**src/common/modsq_pkg.sv**
```systemverilog
// Modular squaring engine package with modulus, limb and register constants and shared types
`default_nettype none

package modsq_pkg;

    // Limb layout of the loop value
    localparam int LIMB_W    = 8;
    localparam int NUM_LIMBS = 5;
    localparam int NUM_COLS  = 2 * NUM_LIMBS - 1;
    // Widest column sum is 5 limb products of 16 bits
    localparam int COL_W     = 2 * LIMB_W + 3;
    localparam int VALUE_W   = NUM_LIMBS * LIMB_W;
    localparam int PROD_W    = 2 * VALUE_W;

    // Modulus P = 2^32 - 5, so 2^32 mod P = 5
    localparam int MOD_W = 32;
    localparam logic [MOD_W-1:0] MOD_P = 32'hFFFF_FFFB;
    localparam logic [2:0] FOLD_C = 3'd5;

    localparam int ITER_W = 16;

    // APB register map
    localparam int ADDR_W = 8;
    localparam logic [ADDR_W-1:0] ADDR_CTRL   = 8'h00;
    localparam logic [ADDR_W-1:0] ADDR_ITER   = 8'h04;
    localparam logic [ADDR_W-1:0] ADDR_X_IN   = 8'h08;
    localparam logic [ADDR_W-1:0] ADDR_STATUS = 8'h0C;
    localparam logic [ADDR_W-1:0] ADDR_X_OUT  = 8'h10;

    typedef enum logic [2:0] {IDLE, LOAD, SQUARE, FOLD, NORMALIZE, DONE} loop_state_t;

    typedef logic [VALUE_W-1:0] value_t;
    typedef logic [PROD_W-1:0]  prod_t;

endpackage

`default_nettype wire

```
**src/rtl/modsq_apb_regs.sv**
```systemverilog
// APB register block holding operand, iteration count, start, status and result
`default_nettype none

module modsq_apb_regs (
    input  wire  logic                          clk,
    input  wire  logic                          reset,
    input  wire  logic                          psel,
    input  wire  logic                          penable,
    input  wire  logic                          pwrite,
    input  wire  logic [modsq_pkg::ADDR_W-1:0]  paddr,
    input  wire  logic [31:0]                   pwdata,
    output logic [31:0]                         prdata,
    output logic                                pready,
    output logic                                pslverr,
    input  wire  logic                          busy,
    input  wire  logic                          result_valid,
    input  wire  logic [modsq_pkg::MOD_W-1:0]   result,
    output logic                                start,
    output logic [modsq_pkg::MOD_W-1:0]         x_in,
    output logic [modsq_pkg::ITER_W-1:0]        iter_count
);
    import modsq_pkg::*;

    logic [ITER_W-1:0] iter_q;
    logic [MOD_W-1:0]  x_in_q;
    logic [MOD_W-1:0]  result_q;
    logic              done_q;
    logic              start_q;
    logic              engine_busy;
    logic              access;
    logic              addr_hit;
    logic              wr_allowed;
    logic              wr_en;
    logic              start_wr;

    // The start pulse cycle already counts as busy
    assign engine_busy = busy | start_q;
    assign access      = psel & penable;

    always_comb begin
        addr_hit   = 1'b1;
        wr_allowed = 1'b0;
        case (paddr)
            ADDR_CTRL, ADDR_ITER, ADDR_X_IN: wr_allowed = !engine_busy;
            ADDR_STATUS, ADDR_X_OUT:         wr_allowed = 1'b0;
            default:                         addr_hit   = 1'b0;
        endcase
    end

    assign pready   = 1'b1;
    assign pslverr  = access & (!addr_hit | (pwrite & !wr_allowed));
    assign wr_en    = access & pwrite & !pslverr;
    assign start_wr = wr_en & (paddr == ADDR_CTRL) & pwdata[0];

    always_comb begin
        case (paddr)
            ADDR_ITER:   prdata = {{(32 - ITER_W){1'b0}}, iter_q};
            ADDR_X_IN:   prdata = x_in_q;
            ADDR_STATUS: prdata = {30'd0, done_q, engine_busy};
            ADDR_X_OUT:  prdata = result_q;
            default:     prdata = 32'd0;
        endcase
    end

    always_ff @(posedge clk) begin
        if (reset) begin
            iter_q   <= '0;
            x_in_q   <= '0;
            result_q <= '0;
            done_q   <= 1'b0;
            start_q  <= 1'b0;
        end else begin
            start_q <= start_wr;
            if (wr_en && paddr == ADDR_ITER) begin
                iter_q <= pwdata[ITER_W-1:0];
            end
            if (wr_en && paddr == ADDR_X_IN) begin
                x_in_q <= pwdata;
            end
            // A new run hides the previous completion
            if (start_wr) begin
                done_q <= 1'b0;
            end else if (result_valid) begin
                done_q <= 1'b1;
            end
            if (result_valid) begin
                result_q <= result;
            end
        end
    end

    assign start      = start_q;
    assign x_in       = x_in_q;
    assign iter_count = iter_q;

    // Rejected writes leave the operands alone and never launch a run
    assert property (@(posedge clk) disable iff (reset)
        pslverr && pwrite |=> $stable(iter_q) && $stable(x_in_q) && !start_q);

endmodule

`default_nettype wire

```
**src/square/limb_square_array.sv**
```systemverilog
// Limb squaring array that sums weighted column products into a registered full square
`default_nettype none

module limb_square_array (
    input  wire  logic              clk,
    input  wire  modsq_pkg::value_t loop_value,
    output modsq_pkg::prod_t        product
);
    import modsq_pkg::*;

    logic [LIMB_W-1:0] limb [NUM_LIMBS];
    logic [COL_W-1:0]  col_sum [NUM_COLS];
    prod_t             prod_next;

    always_comb begin
        for (int i = 0; i < NUM_LIMBS; i++) begin
            limb[i] = loop_value[i*LIMB_W +: LIMB_W];
        end
    end

    // Each column k collects every limb pair with i + j == k
    // Off-diagonal pairs appear twice in a square, so they are doubled once here
    always_comb begin
        logic [2*LIMB_W-1:0] pp;
        pp = '0;
        for (int k = 0; k < NUM_COLS; k++) begin
            col_sum[k] = '0;
        end
        for (int i = 0; i < NUM_LIMBS; i++) begin
            for (int j = i; j < NUM_LIMBS; j++) begin
                pp = limb[i] * limb[j];
                if (i == j) begin
                    col_sum[i+j] = col_sum[i+j] + COL_W'(pp);
                end else begin
                    col_sum[i+j] = col_sum[i+j] + COL_W'({pp, 1'b0});
                end
            end
        end
    end

    // Carry resolution by weighting each column sum and adding
    always_comb begin
        prod_next = '0;
        for (int k = 0; k < NUM_COLS; k++) begin
            prod_next = prod_next + (prod_t'(col_sum[k]) << (LIMB_W * k));
        end
    end

    always_ff @(posedge clk) begin
        product <= prod_next;
    end

endmodule

`default_nettype wire

```
**src/square/fold_reduce.sv**
```systemverilog
// Two-stage fold of a square modulo P into a registered value below 2P
`default_nettype none

module fold_reduce (
    input  wire  logic              clk,
    input  wire  modsq_pkg::prod_t  product,
    output modsq_pkg::value_t       folded
);
    import modsq_pkg::*;

    // First fold is below 2^32 + 5 * 2^48, second below 2^32 + 5 * 2^19
    typedef logic [PROD_W-MOD_W+2:0] fold1_t;
    typedef logic [MOD_W:0]          fold2_t;

    fold1_t fold1;
    fold2_t fold2;

    // High part times 2^32 is congruent to high part times 5
    always_comb begin
        fold1 = fold1_t'(product[MOD_W-1:0])
              + fold1_t'(product[PROD_W-1:MOD_W]) * fold1_t'(FOLD_C);
    end

    always_comb begin
        fold2 = fold2_t'(fold1[MOD_W-1:0])
              + fold2_t'(fold1[PROD_W-MOD_W+2:MOD_W]) * fold2_t'(FOLD_C);
    end

    always_ff @(posedge clk) begin
        folded <= value_t'(fold2);
    end

    // Partial reduction must stay within one subtract of canonical
    assert property (@(posedge clk)
        !$isunknown(folded) |-> folded < (value_t'(MOD_P) << 1));

endmodule

`default_nettype wire

```
**src/square/square_loop_ctrl.sv**
```systemverilog
// Loop FSM sequencing load, square, fold, iteration count and finish
`default_nettype none

module square_loop_ctrl (
    input  wire  logic                        clk,
    input  wire  logic                        reset,
    input  wire  logic                        start,
    input  wire  logic [modsq_pkg::MOD_W-1:0] x_in,
    input  wire  logic [modsq_pkg::ITER_W-1:0] iter_count,
    input  wire  modsq_pkg::value_t           folded,
    output modsq_pkg::value_t                 loop_value,
    output modsq_pkg::value_t                 norm_in,
    output logic                              busy,
    output logic                              result_valid
);
    import modsq_pkg::*;

    loop_state_t       state;
    loop_state_t       state_next;
    logic [ITER_W-1:0] iter_left;
    logic              fold_ready;
    value_t            value_q;

    always_comb begin
        state_next = state;
        case (state)
            IDLE: begin
                if (start) begin
                    state_next = LOAD;
                end
            end
            // Zero iterations go straight to normalisation
            LOAD:      state_next = (iter_count == '0) ? NORMALIZE : SQUARE;
            SQUARE:    state_next = FOLD;
            FOLD:      state_next = (iter_left == ITER_W'(1)) ? NORMALIZE : SQUARE;
            NORMALIZE: state_next = DONE;
            DONE:      state_next = IDLE;
            default:   state_next = IDLE;
        endcase
    end

    always_ff @(posedge clk) begin
        if (reset) begin
            state      <= IDLE;
            iter_left  <= '0;
            fold_ready <= 1'b0;
        end else begin
            state      <= state_next;
            fold_ready <= (state == FOLD);
            if (state == LOAD) begin
                iter_left <= iter_count;
            end else if (state == FOLD) begin
                iter_left <= iter_left - 1'b1;
            end
        end
    end

    // Loop value holds x_in until the first fold result arrives
    always_ff @(posedge clk) begin
        if (state == LOAD) begin
            value_q <= value_t'(x_in);
        end else if (fold_ready) begin
            value_q <= folded;
        end
    end

    // Right after FOLD the new value is taken straight from the fold register
    assign loop_value   = fold_ready ? folded : value_q;
    assign norm_in      = loop_value;
    assign busy         = (state != IDLE);
    assign result_valid = (state == DONE);

    assert property (@(posedge clk) disable iff (reset)
        state inside {IDLE, LOAD, SQUARE, FOLD, NORMALIZE, DONE});

    // The register block must hold off start until the loop is idle
    assert property (@(posedge clk) disable iff (reset) start |-> !busy);

endmodule

`default_nettype wire

```
**src/rtl/final_normalize.sv**
```systemverilog
// Final normaliser that subtracts P once to give the canonical result
`default_nettype none

module final_normalize (
    input  wire  logic                        clk,
    input  wire  modsq_pkg::value_t           norm_in,
    output logic [modsq_pkg::MOD_W-1:0]       result
);
    import modsq_pkg::*;

    logic   at_least_p;
    value_t diff;

    assign at_least_p = (norm_in >= value_t'(MOD_P));
    assign diff       = norm_in - value_t'(MOD_P);

    // Input is below 2P, so one conditional subtract is enough
    always_ff @(posedge clk) begin
        if (at_least_p) begin
            result <= diff[MOD_W-1:0];
        end else begin
            result <= norm_in[MOD_W-1:0];
        end
    end

    assert property (@(posedge clk) !$isunknown(result) |-> result < MOD_P);

endmodule

`default_nettype wire

```
**src/rtl/modsq_top.sv**
```systemverilog
// Modular squaring engine top level joining the APB registers, squaring loop and normaliser
`default_nettype none

module modsq_top (
    input  wire  logic                          clk,
    input  wire  logic                          reset,
    input  wire  logic                          psel,
    input  wire  logic                          penable,
    input  wire  logic                          pwrite,
    input  wire  logic [modsq_pkg::ADDR_W-1:0]  paddr,
    input  wire  logic [31:0]                   pwdata,
    output logic [31:0]                         prdata,
    output logic                                pready,
    output logic                                pslverr
);
    import modsq_pkg::*;

    logic              start;
    logic              busy;
    logic              result_valid;
    logic [MOD_W-1:0]  x_in;
    logic [MOD_W-1:0]  result;
    logic [ITER_W-1:0] iter_count;
    value_t            loop_value;
    value_t            folded;
    value_t            norm_in;
    prod_t             product;

    modsq_apb_regs modsq_apb_regs_i (
        .clk          (clk),
        .reset        (reset),
        .psel         (psel),
        .penable      (penable),
        .pwrite       (pwrite),
        .paddr        (paddr),
        .pwdata       (pwdata),
        .prdata       (prdata),
        .pready       (pready),
        .pslverr      (pslverr),
        .busy         (busy),
        .result_valid (result_valid),
        .result       (result),
        .start        (start),
        .x_in         (x_in),
        .iter_count   (iter_count)
    );

    square_loop_ctrl square_loop_ctrl_i (
        .clk          (clk),
        .reset        (reset),
        .start        (start),
        .x_in         (x_in),
        .iter_count   (iter_count),
        .folded       (folded),
        .loop_value   (loop_value),
        .norm_in      (norm_in),
        .busy         (busy),
        .result_valid (result_valid)
    );

    limb_square_array limb_square_array_i (
        .clk        (clk),
        .loop_value (loop_value),
        .product    (product)
    );

    fold_reduce fold_reduce_i (
        .clk     (clk),
        .product (product),
        .folded  (folded)
    );

    final_normalize final_normalize_i (
        .clk     (clk),
        .norm_in (norm_in),
        .result  (result)
    );

endmodule

`default_nettype wire

```
**config.mk**
```make
export PLATFORM = sky130hd
export DESIGN_NAME = modsq_top
export DESIGN_NICKNAME = d
export VERILOG_FILES = /design/src/common/modsq_pkg.sv /design/src/rtl/modsq_apb_regs.sv /design/src/square/limb_square_array.sv /design/src/square/fold_reduce.sv /design/src/square/square_loop_ctrl.sv /design/src/rtl/final_normalize.sv /design/src/rtl/modsq_top.sv
export SDC_FILE = /design/constraint.sdc
export NUM_CORES = 2
export LEC_CHECK = 0
export CAP_MARGIN = 20
export CELL_PAD_IN_SITES_DETAIL_PLACEMENT = 1
export CELL_PAD_IN_SITES_GLOBAL_PLACEMENT = 1
export CORE_AREA = 4 4 339 341
export CTS_CLUSTER_SIZE = 28
export DETAILED_ROUTE_END_ITERATION = 7
export DIE_AREA = 0 0 343 345
export DONT_BUFFER_PORTS = 1
export PLACE_DENSITY = 0.79
export SLEW_MARGIN = 20
export SYNTH_ARGS = -nofsm -noshare
export SYNTH_HDL_FRONTEND = slang
export SYNTH_SLANG_ARGS = --single-unit
```
**constraint.sdc**
```tcl
create_clock -name clk -period 13.35 [get_ports clk]
set_input_delay 0.6675 -clock clk [delete_from_list [all_inputs] [get_ports clk]]
set_output_delay 0.6675 -clock clk [all_outputs]
set_load 0.02 [all_outputs]
```
# Word level (Yosys, flattened, before mapping)
# Index checks and enable logic that the tools add are counted.
[word_totals] inputBits=45 ff_bits=287
[classes] bitwise=9 reduce_logical=14 magnitude_cmp=1 n_mux=12 multipliers=17 eq_ne=11 addsub=18
[ops] op="$mul 8x8->16" n=15
[ops] op="$pmux 32 s4" n=1
[ops] op="$add 80x35->80" n=1
[ops] op="$add 80x43->80" n=1
[ops] op="$add 80x51->80" n=1
[ops] op="$add 80x59->80" n=1
[ops] op="$add 80x67->80" n=1
[ops] op="$add 80x73->80" n=1
[ops] op="$add 80x80->80" n=1
[ops] op="$mux 32" n=2
[ops] op="$add 17x17->18" n=3
[ops] op="$add 32x51->51" n=1
[ops] op="$mul 48x3->51 const B" n=1
[ops] op="$ge 40x32->1 const B" n=1
[ops] op="$mux 40" n=1
[ops] op="$add 17x16->18" n=2
[ops] op="$add 32x22->33" n=1
[ops] op="$mux 16" n=2
[ops] op="$sub 32x32->32 const B" n=1
[ops] op="$add 16x25->26" n=1
[ops] op="$mul 19x3->22 const B" n=1
[ops] op="$add 19x16->19" n=1
[ops] op="$eq 16x1->1 const B" n=1
[ops] op="$eq 8x4->1 const B" n=2
[ops] op="22 further kinds" n=38

# Depth between registers and ports, before layout
[depth] depth_word=13 depth_mapped=66

# By module
# From an unflattened synthesis, not the netlist that was laid out.
[hier_totals] hier_cells=6323 area_unflattened_um2=53979.3
[by_module_without_submodules] module="limb_square_array" seq_area_each_um2=1581.5 cells_each=4506 area_each_um2=37875.1 n_inst=1
[by_module_without_submodules] module="fold_reduce" seq_area_each_um2=660.6 cells_each=955 area_each_um2=7609.8 n_inst=1
[by_module_without_submodules] module="modsq_apb_regs" seq_area_each_um2=1641.6 cells_each=399 area_each_um2=3880.0 n_inst=1
[by_module_without_submodules] module="square_loop_ctrl" seq_area_each_um2=1201.2 cells_each=324 area_each_um2=3240.6 n_inst=1
[by_module_without_submodules] module="final_normalize" seq_area_each_um2=640.6 cells_each=139 area_each_um2=1373.8 n_inst=1

# Worst setup path after synthesis
# OpenSTA, ideal clock, no wires.
[synth_path] path_type="register to register" startpoint="register square_loop_ctrl_i.fold_ready" endpoint="register limb_square_array_i.product[77]" required_time_ns=13.223 t_arrival_ns=14.470 setup_ns=0.127 path_stages_with_launch=61 setup_slack_ns=-1.247 cell_sequence="dfxtp_1 > buf_6 > buf_2 > buf_2 > clkbuf_1 > buf_2 > buf_1 > buf_1 > mux2_2 > clkbuf_1 > nand2_1 > fa_1 > fa_1 > inv_1 > fa_1 > inv_1 > fa_1 > inv_1 > [... 25 more ...] > nand4_1 > nor2_1 > inv_1 > o31ai_1 > a31oi_1 > a2111oi_0 > xor3_1 > ha_1 > ha_1 > a21o_1 > a211o_1 > a21oi_1 > o31ai_1 > o311ai_0 > a211oi_1 > o31ai_1 > a21boi_0 > xor2_1"
[synth_via] elab_chain_len=10 word_cells_on_any_way=30 cone_classes="add/sub: 14; mul: 15; mux: 1"
[synth_rtl] item="start, declared" line_no="square_loop_ctrl.sv:21" rtl="logic fold_ready;"
[synth_rtl] item="start signal, assigned" line_no="square_loop_ctrl.sv:49" rtl="fold_ready <= (state == FOLD);"
[synth_rtl] item="$mux 40 (*)" line_no="square_loop_ctrl.sv:68" rtl="assign loop_value = fold_ready ? folded : value_q;"
[synth_rtl] item="$mul 8x8->16" line_no="limb_square_array.sv:31" rtl="pp = limb[i] * limb[j];"
[synth_rtl] item="$add 16x25->26 or $add 17x16->18 (tied branches)" line_no="limb_square_array.sv:45, limb_square_array.sv:33"
[synth_rtl] item="$add 80x35->80" line_no="limb_square_array.sv:45" rtl="prod_next = prod_next + (prod_t'(col_sum[k]) << (LIMB_W * k));"
[synth_rtl] item="$add 80x43->80" line_no="limb_square_array.sv:45"
[synth_rtl] item="$add 80x51->80" line_no="limb_square_array.sv:45"
[synth_rtl] item="$add 80x59->80" line_no="limb_square_array.sv:45"
[synth_rtl] item="$add 80x67->80" line_no="limb_square_array.sv:45"
[synth_rtl] item="$add 80x73->80" line_no="limb_square_array.sv:45"
[synth_rtl] item="$add 80x80->80 (*)" line_no="limb_square_array.sv:45"
[synth_rtl] item="net limb_square_array_i.prod_next[77]" line_no="limb_square_array.sv:13" rtl="prod_t prod_next;"
[synth_rtl] item="end signal, assigned" line_no="limb_square_array.sv:50" rtl="product <= prod_next;"
[synth_rtl] item="end, declared" line_no="limb_square_array.sv:7" rtl="output modsq_pkg::prod_t product"
# Mark *: on every way through the listed nets, which the timed path passes. The rest lies on a longest branch.
# A chain may end at the register's enable or synchronous reset.

# Final worst setup path
# Same ends and word-level chain as after synthesis.

==> results.py <==
metrics = {
    "hold_path": {
        "hold_class": "input pin to flop",
        "hp-start": "reset",
        "whs_endpoint": "modsq_apb_regs_i.iter_count[0]$_SDFFE_PP0P_",
        "hold_depth": 1,
    },
    "place": {
        "dp_cells": 8069,
        "place_area_mm2": 0.0572,
        "dp_slack_ns": -0.769,
        "dpl.hpwl_um": 160000,
        "gp_congestion": 0.969,
        "port_buffers": 0,
    },
    "drt": {
        "vias": 47400,
        "viasPerCell": 5.77,
        "finalWirelength_um": 201000,
        "drt_first_iter_violations": 3528,
        "ant_nets": 0,
        "drc": 1,
        "wl_per_cell_um": 24.4,
        "dr.pass1.iters": 8,
    },
    "clock_network": {
        "cts_max_path_buffers": 3,
        "htree_levels": 2,
        "cts_sinks": 286,
        "path_clk_slew_ns": 0.06,
        "cts_tree": "built",
        "ctsRootBufferMaster": "clkbuf_16",
        "cts_hold_buf": 0,
        "cts_buffers": 37,
        "clk_latency_ns": 0.59,
    },
    "sta": {
        "fin_worst_skew_ns": 0.0298,
        "drv_slew": 0,
        "tightest_slew_ns": 1.13,
        "setup_violations": 0,
        "setup_ws_ns": 0.0170,
        "rsz0062_at_grt": "yes",
        "period_share": 0.999,
        "max_freq_ghz": 0.0750,
        "maxSlewHeadroom": 0.230,
        "hold_viol_final": 0,
        "min_period_ns": 13.33,
    },
    "critical_path": {
        "critPathMaxStageDelay_ns": 0.58,
        "crit_fanout": 12,
        "endpoint_kind": "flop",
        "worstSetupPathType": "flop to flop",
        "reg2reg_depth": 57,
        "cp-start-kind": "flop",
        "rr_endpoint": "limb_square_array_i.product[77]$_DFF_P_",
        "required_ns": 13.80,
        "rrSetupSlack_ns": 0.02,
        "rr_startpoint": "square_loop_ctrl_i.fold_ready$_SDFF_PP0_",
        "slowest_stage": "fa_1",
        "arrival_ns": 13.79,
    },
    "logic_synthesis": {
        "synth_top_area_frac": 0.226,
        "synth-edff-count": 0,
        "synthCells": 6328,
        "avgSynthCellArea_um2": 8.26,
        "ys_warn_count": 0,
        "ys_ff_latch": 286,
        "yosysSeqAreaShare": 0.110,
        "ys_types": 88,
        "synthTopCellsByArea": "fa_1 (23%), ha_1 (21%), dfxtp_1 (11%), inv_1 (8.1%), xnor2_1 (5.0%)",
        "synth_top_flop_cell": "dfxtp_1",
        "yosysTopAreaCell": "fa_1",
        "syn_area_mm2": 0.0523,
        "ys_async_sr_fraction": 0,
    },
    "global_routing": {
        "grtUsageTotal": 0.323,
        "grt_pass1_wl_um": 296000,
        "antenna_found_initial": 7,
        "overflow": 0,
        "grt_pass1_vias": 50600,
        "grt_max_degree": 103,
    },
    "floorplan": {
        "die_area_mm2": 0.118,
        "initial_utilization": 0.467,
        "die_h_um": 345,
        "boundaryPins": 79,
        "fp-row-count": 123,
        "die_x_um": 343,
        "core-area_mm2": 0.112,
    },
    "cells_and_area": {
        "syn_to_final_growth_pct": 17.2,
        "layout-drive-gt1-share": 0.143,
        "layout.nets": 8216,
        "final_cells": 8214,
        "final_util": 0.548,
        "design_area_mm2": 0.0613,
    },
    "outcome": {
        "status": "finished, violations left",
        "violations": "DRC",
    },
    "job": {
        "drv_cap": 0,
    },
}
==> critical path: cells and delay by family, from the launching register on <==
kind	cells	cell delay (ns)
flip-flops	1	0.40
multiplexers	1	0.27
AND/OR/NAND/NOR	9	1.27
adder cells (fa/ha/maj)	14	5.33
XOR/XNOR	5	0.88
AO/OA/AOI/OAI	18	3.73
buffers and inverters	10	1.30
==> cells in the final DEF, fill, tap and decap left out, types with 26 or more instances in the layout <==
cell | netlist | layout
o21ai_0 | 123 | 105
xor2_1 | 88 | 84
o21a_1 | 60 | 60
a211oi_1 | 39 | 30
buf_6 | 1 | 27
inv_1 | 1126 | 1094
nor2_1 | 591 | 564
inv_2 | 4 | 36
ha_1 | 897 | 840
nor2b_1 | 58 | 41
and3_1 | 32 | 28
nand2b_1 | 31 | 29
buf_4 | 1 | 490
ha_4 | 0 | 47
fa_1 | 589 | 569
clkbuf_16 | 0 | 42
a21o_1 | 106 | 106
nor4_1 | 27 | 26
nor3_1 | 88 | 84
nand3_1 | 72 | 69
o21bai_1 | 46 | 44
xnor2_1 | 298 | 280
mux2i_1 | 45 | 27
nand2_1 | 614 | 609
a21oi_1 | 330 | 292
and2_1 | 162 | 160
dfxtp_1 | 286 | 285
==> layout make-up <==
class	instances	area, um2
diodes	2	5.00
clock buffers	43	988
clock inverters	23	354
fillers	13300	50600
inverters	1136	4270
multi-input cells	4678	43500
flip-flops and latches	286	5730
well taps	1500	1880
repair buffers	546	4580
==> cells in the mapped netlist (27+ instances only) <==
| library cell | instances |
|---|---|
| and3_1 | 32 |
| nand3_1 | 72 |
| a211oi_1 | 39 |
| o21ai_0 | 123 |
| o21a_1 | 60 |
| a21oi_1 | 330 |
| nand2_1 | 614 |
| nor2_1 | 591 |
| inv_1 | 1126 |
| dfxtp_1 | 286 |
| nor3_1 | 88 |
| ha_1 | 897 |
| and2_1 | 162 |
| nor4_1 | 27 |
| xor2_1 | 88 |
| mux2i_1 | 45 |
| clkbuf_1 | 198 |
| nand2b_1 | 31 |
| o21bai_1 | 46 |
| xnor2_1 | 298 |
| nor2b_1 | 58 |
| fa_1 | 589 |
| a21o_1 | 106 |
| o41ai_1 | 27 |
==> timing repair <==
action,4_1_cts,5_1_grt
pin swaps,38,215
gates cloned,0,5
hold endpoints to repair,0,0
setup endpoints to repair,17,16
buffers inserted,19,54
resized for setup,97,305
==> stage by stage <==
step | TNS [ns] | hold slack, ns
floorplan | 0 | 0.417
global placement | -2.32 | 0.419
detailed placement | -7.29 | 0.422
CTS | 0 | 0.121
global route | -1.74 | 0.130
finish | 0 | 0.146
==> routing by layer <==
metal  vias up  track usage  part of all wire
met5         -            0          0.000065
met4         2        0.169             0.070
met3       568       0.0397             0.065
met2      1663        0.545              0.47
met1     24000        0.403              0.39
li1      21200            -                 -
==> registers in the layout, summed over array words and instances, names as in the netlist, 3 cells and up <==
name / count
final_normalize_i.result: 32
fold_reduce_i.folded: 33
limb_square_array_i.product: 79
modsq_apb_regs_i.iter_count: 16
modsq_apb_regs_i.result_q: 32
modsq_apb_regs_i.x_in: 32
square_loop_ctrl_i.iter_left: 16
square_loop_ctrl_i.state: 3
square_loop_ctrl_i.value_q: 40
==> cells by family after synthesis <==
family | after synthesis | share of synthesized area
adders and majority gates | 1486 | 0.440
DFF | 286 | 0.110
muxes | 54 | 0.0106
xor gates and xnor gates | 387 | 0.0651
and+or+nand+nor | 1769 | 0.152
buffers and inverters | 1365 | 0.0984
other | 2 | 0.000144
AOI/OAI and AO/OA | 979 | 0.124
==> how the worst max path moves through the flow <==
stage / startpoint / endpoint / slack [ns] / cells past startpoint
4_1_cts: square_loop_ctrl_i.fold_ready$_SDFF_PP0_ / limb_square_array_i.product[79]$_DFF_P_ / 0.008 / 55
2_1_floorplan: square_loop_ctrl_i.fold_ready$_SDFF_PP0_ / limb_square_array_i.product[79]$_DFF_P_ / 0.004 / 60
5_1_grt: square_loop_ctrl_i.fold_ready$_SDFF_PP0_ / limb_square_array_i.product[79]$_DFF_P_ / -0.31 / 57
3_3_place_gp: square_loop_ctrl_i.fold_ready$_SDFF_PP0_ / limb_square_array_i.product[79]$_DFF_P_ / -0.40 / 56
6_report: square_loop_ctrl_i.fold_ready$_SDFF_PP0_ / limb_square_array_i.product[77]$_DFF_P_ / 0.02 / 57
3_5_place_dp: square_loop_ctrl_i.fold_ready$_SDFF_PP0_ / limb_square_array_i.product[77]$_DFF_P_ / -0.77 / 59
Power is left out: the tool's default activity adds up to more than one toggle a clock period on the data nets, which glitch-free logic cannot reach.
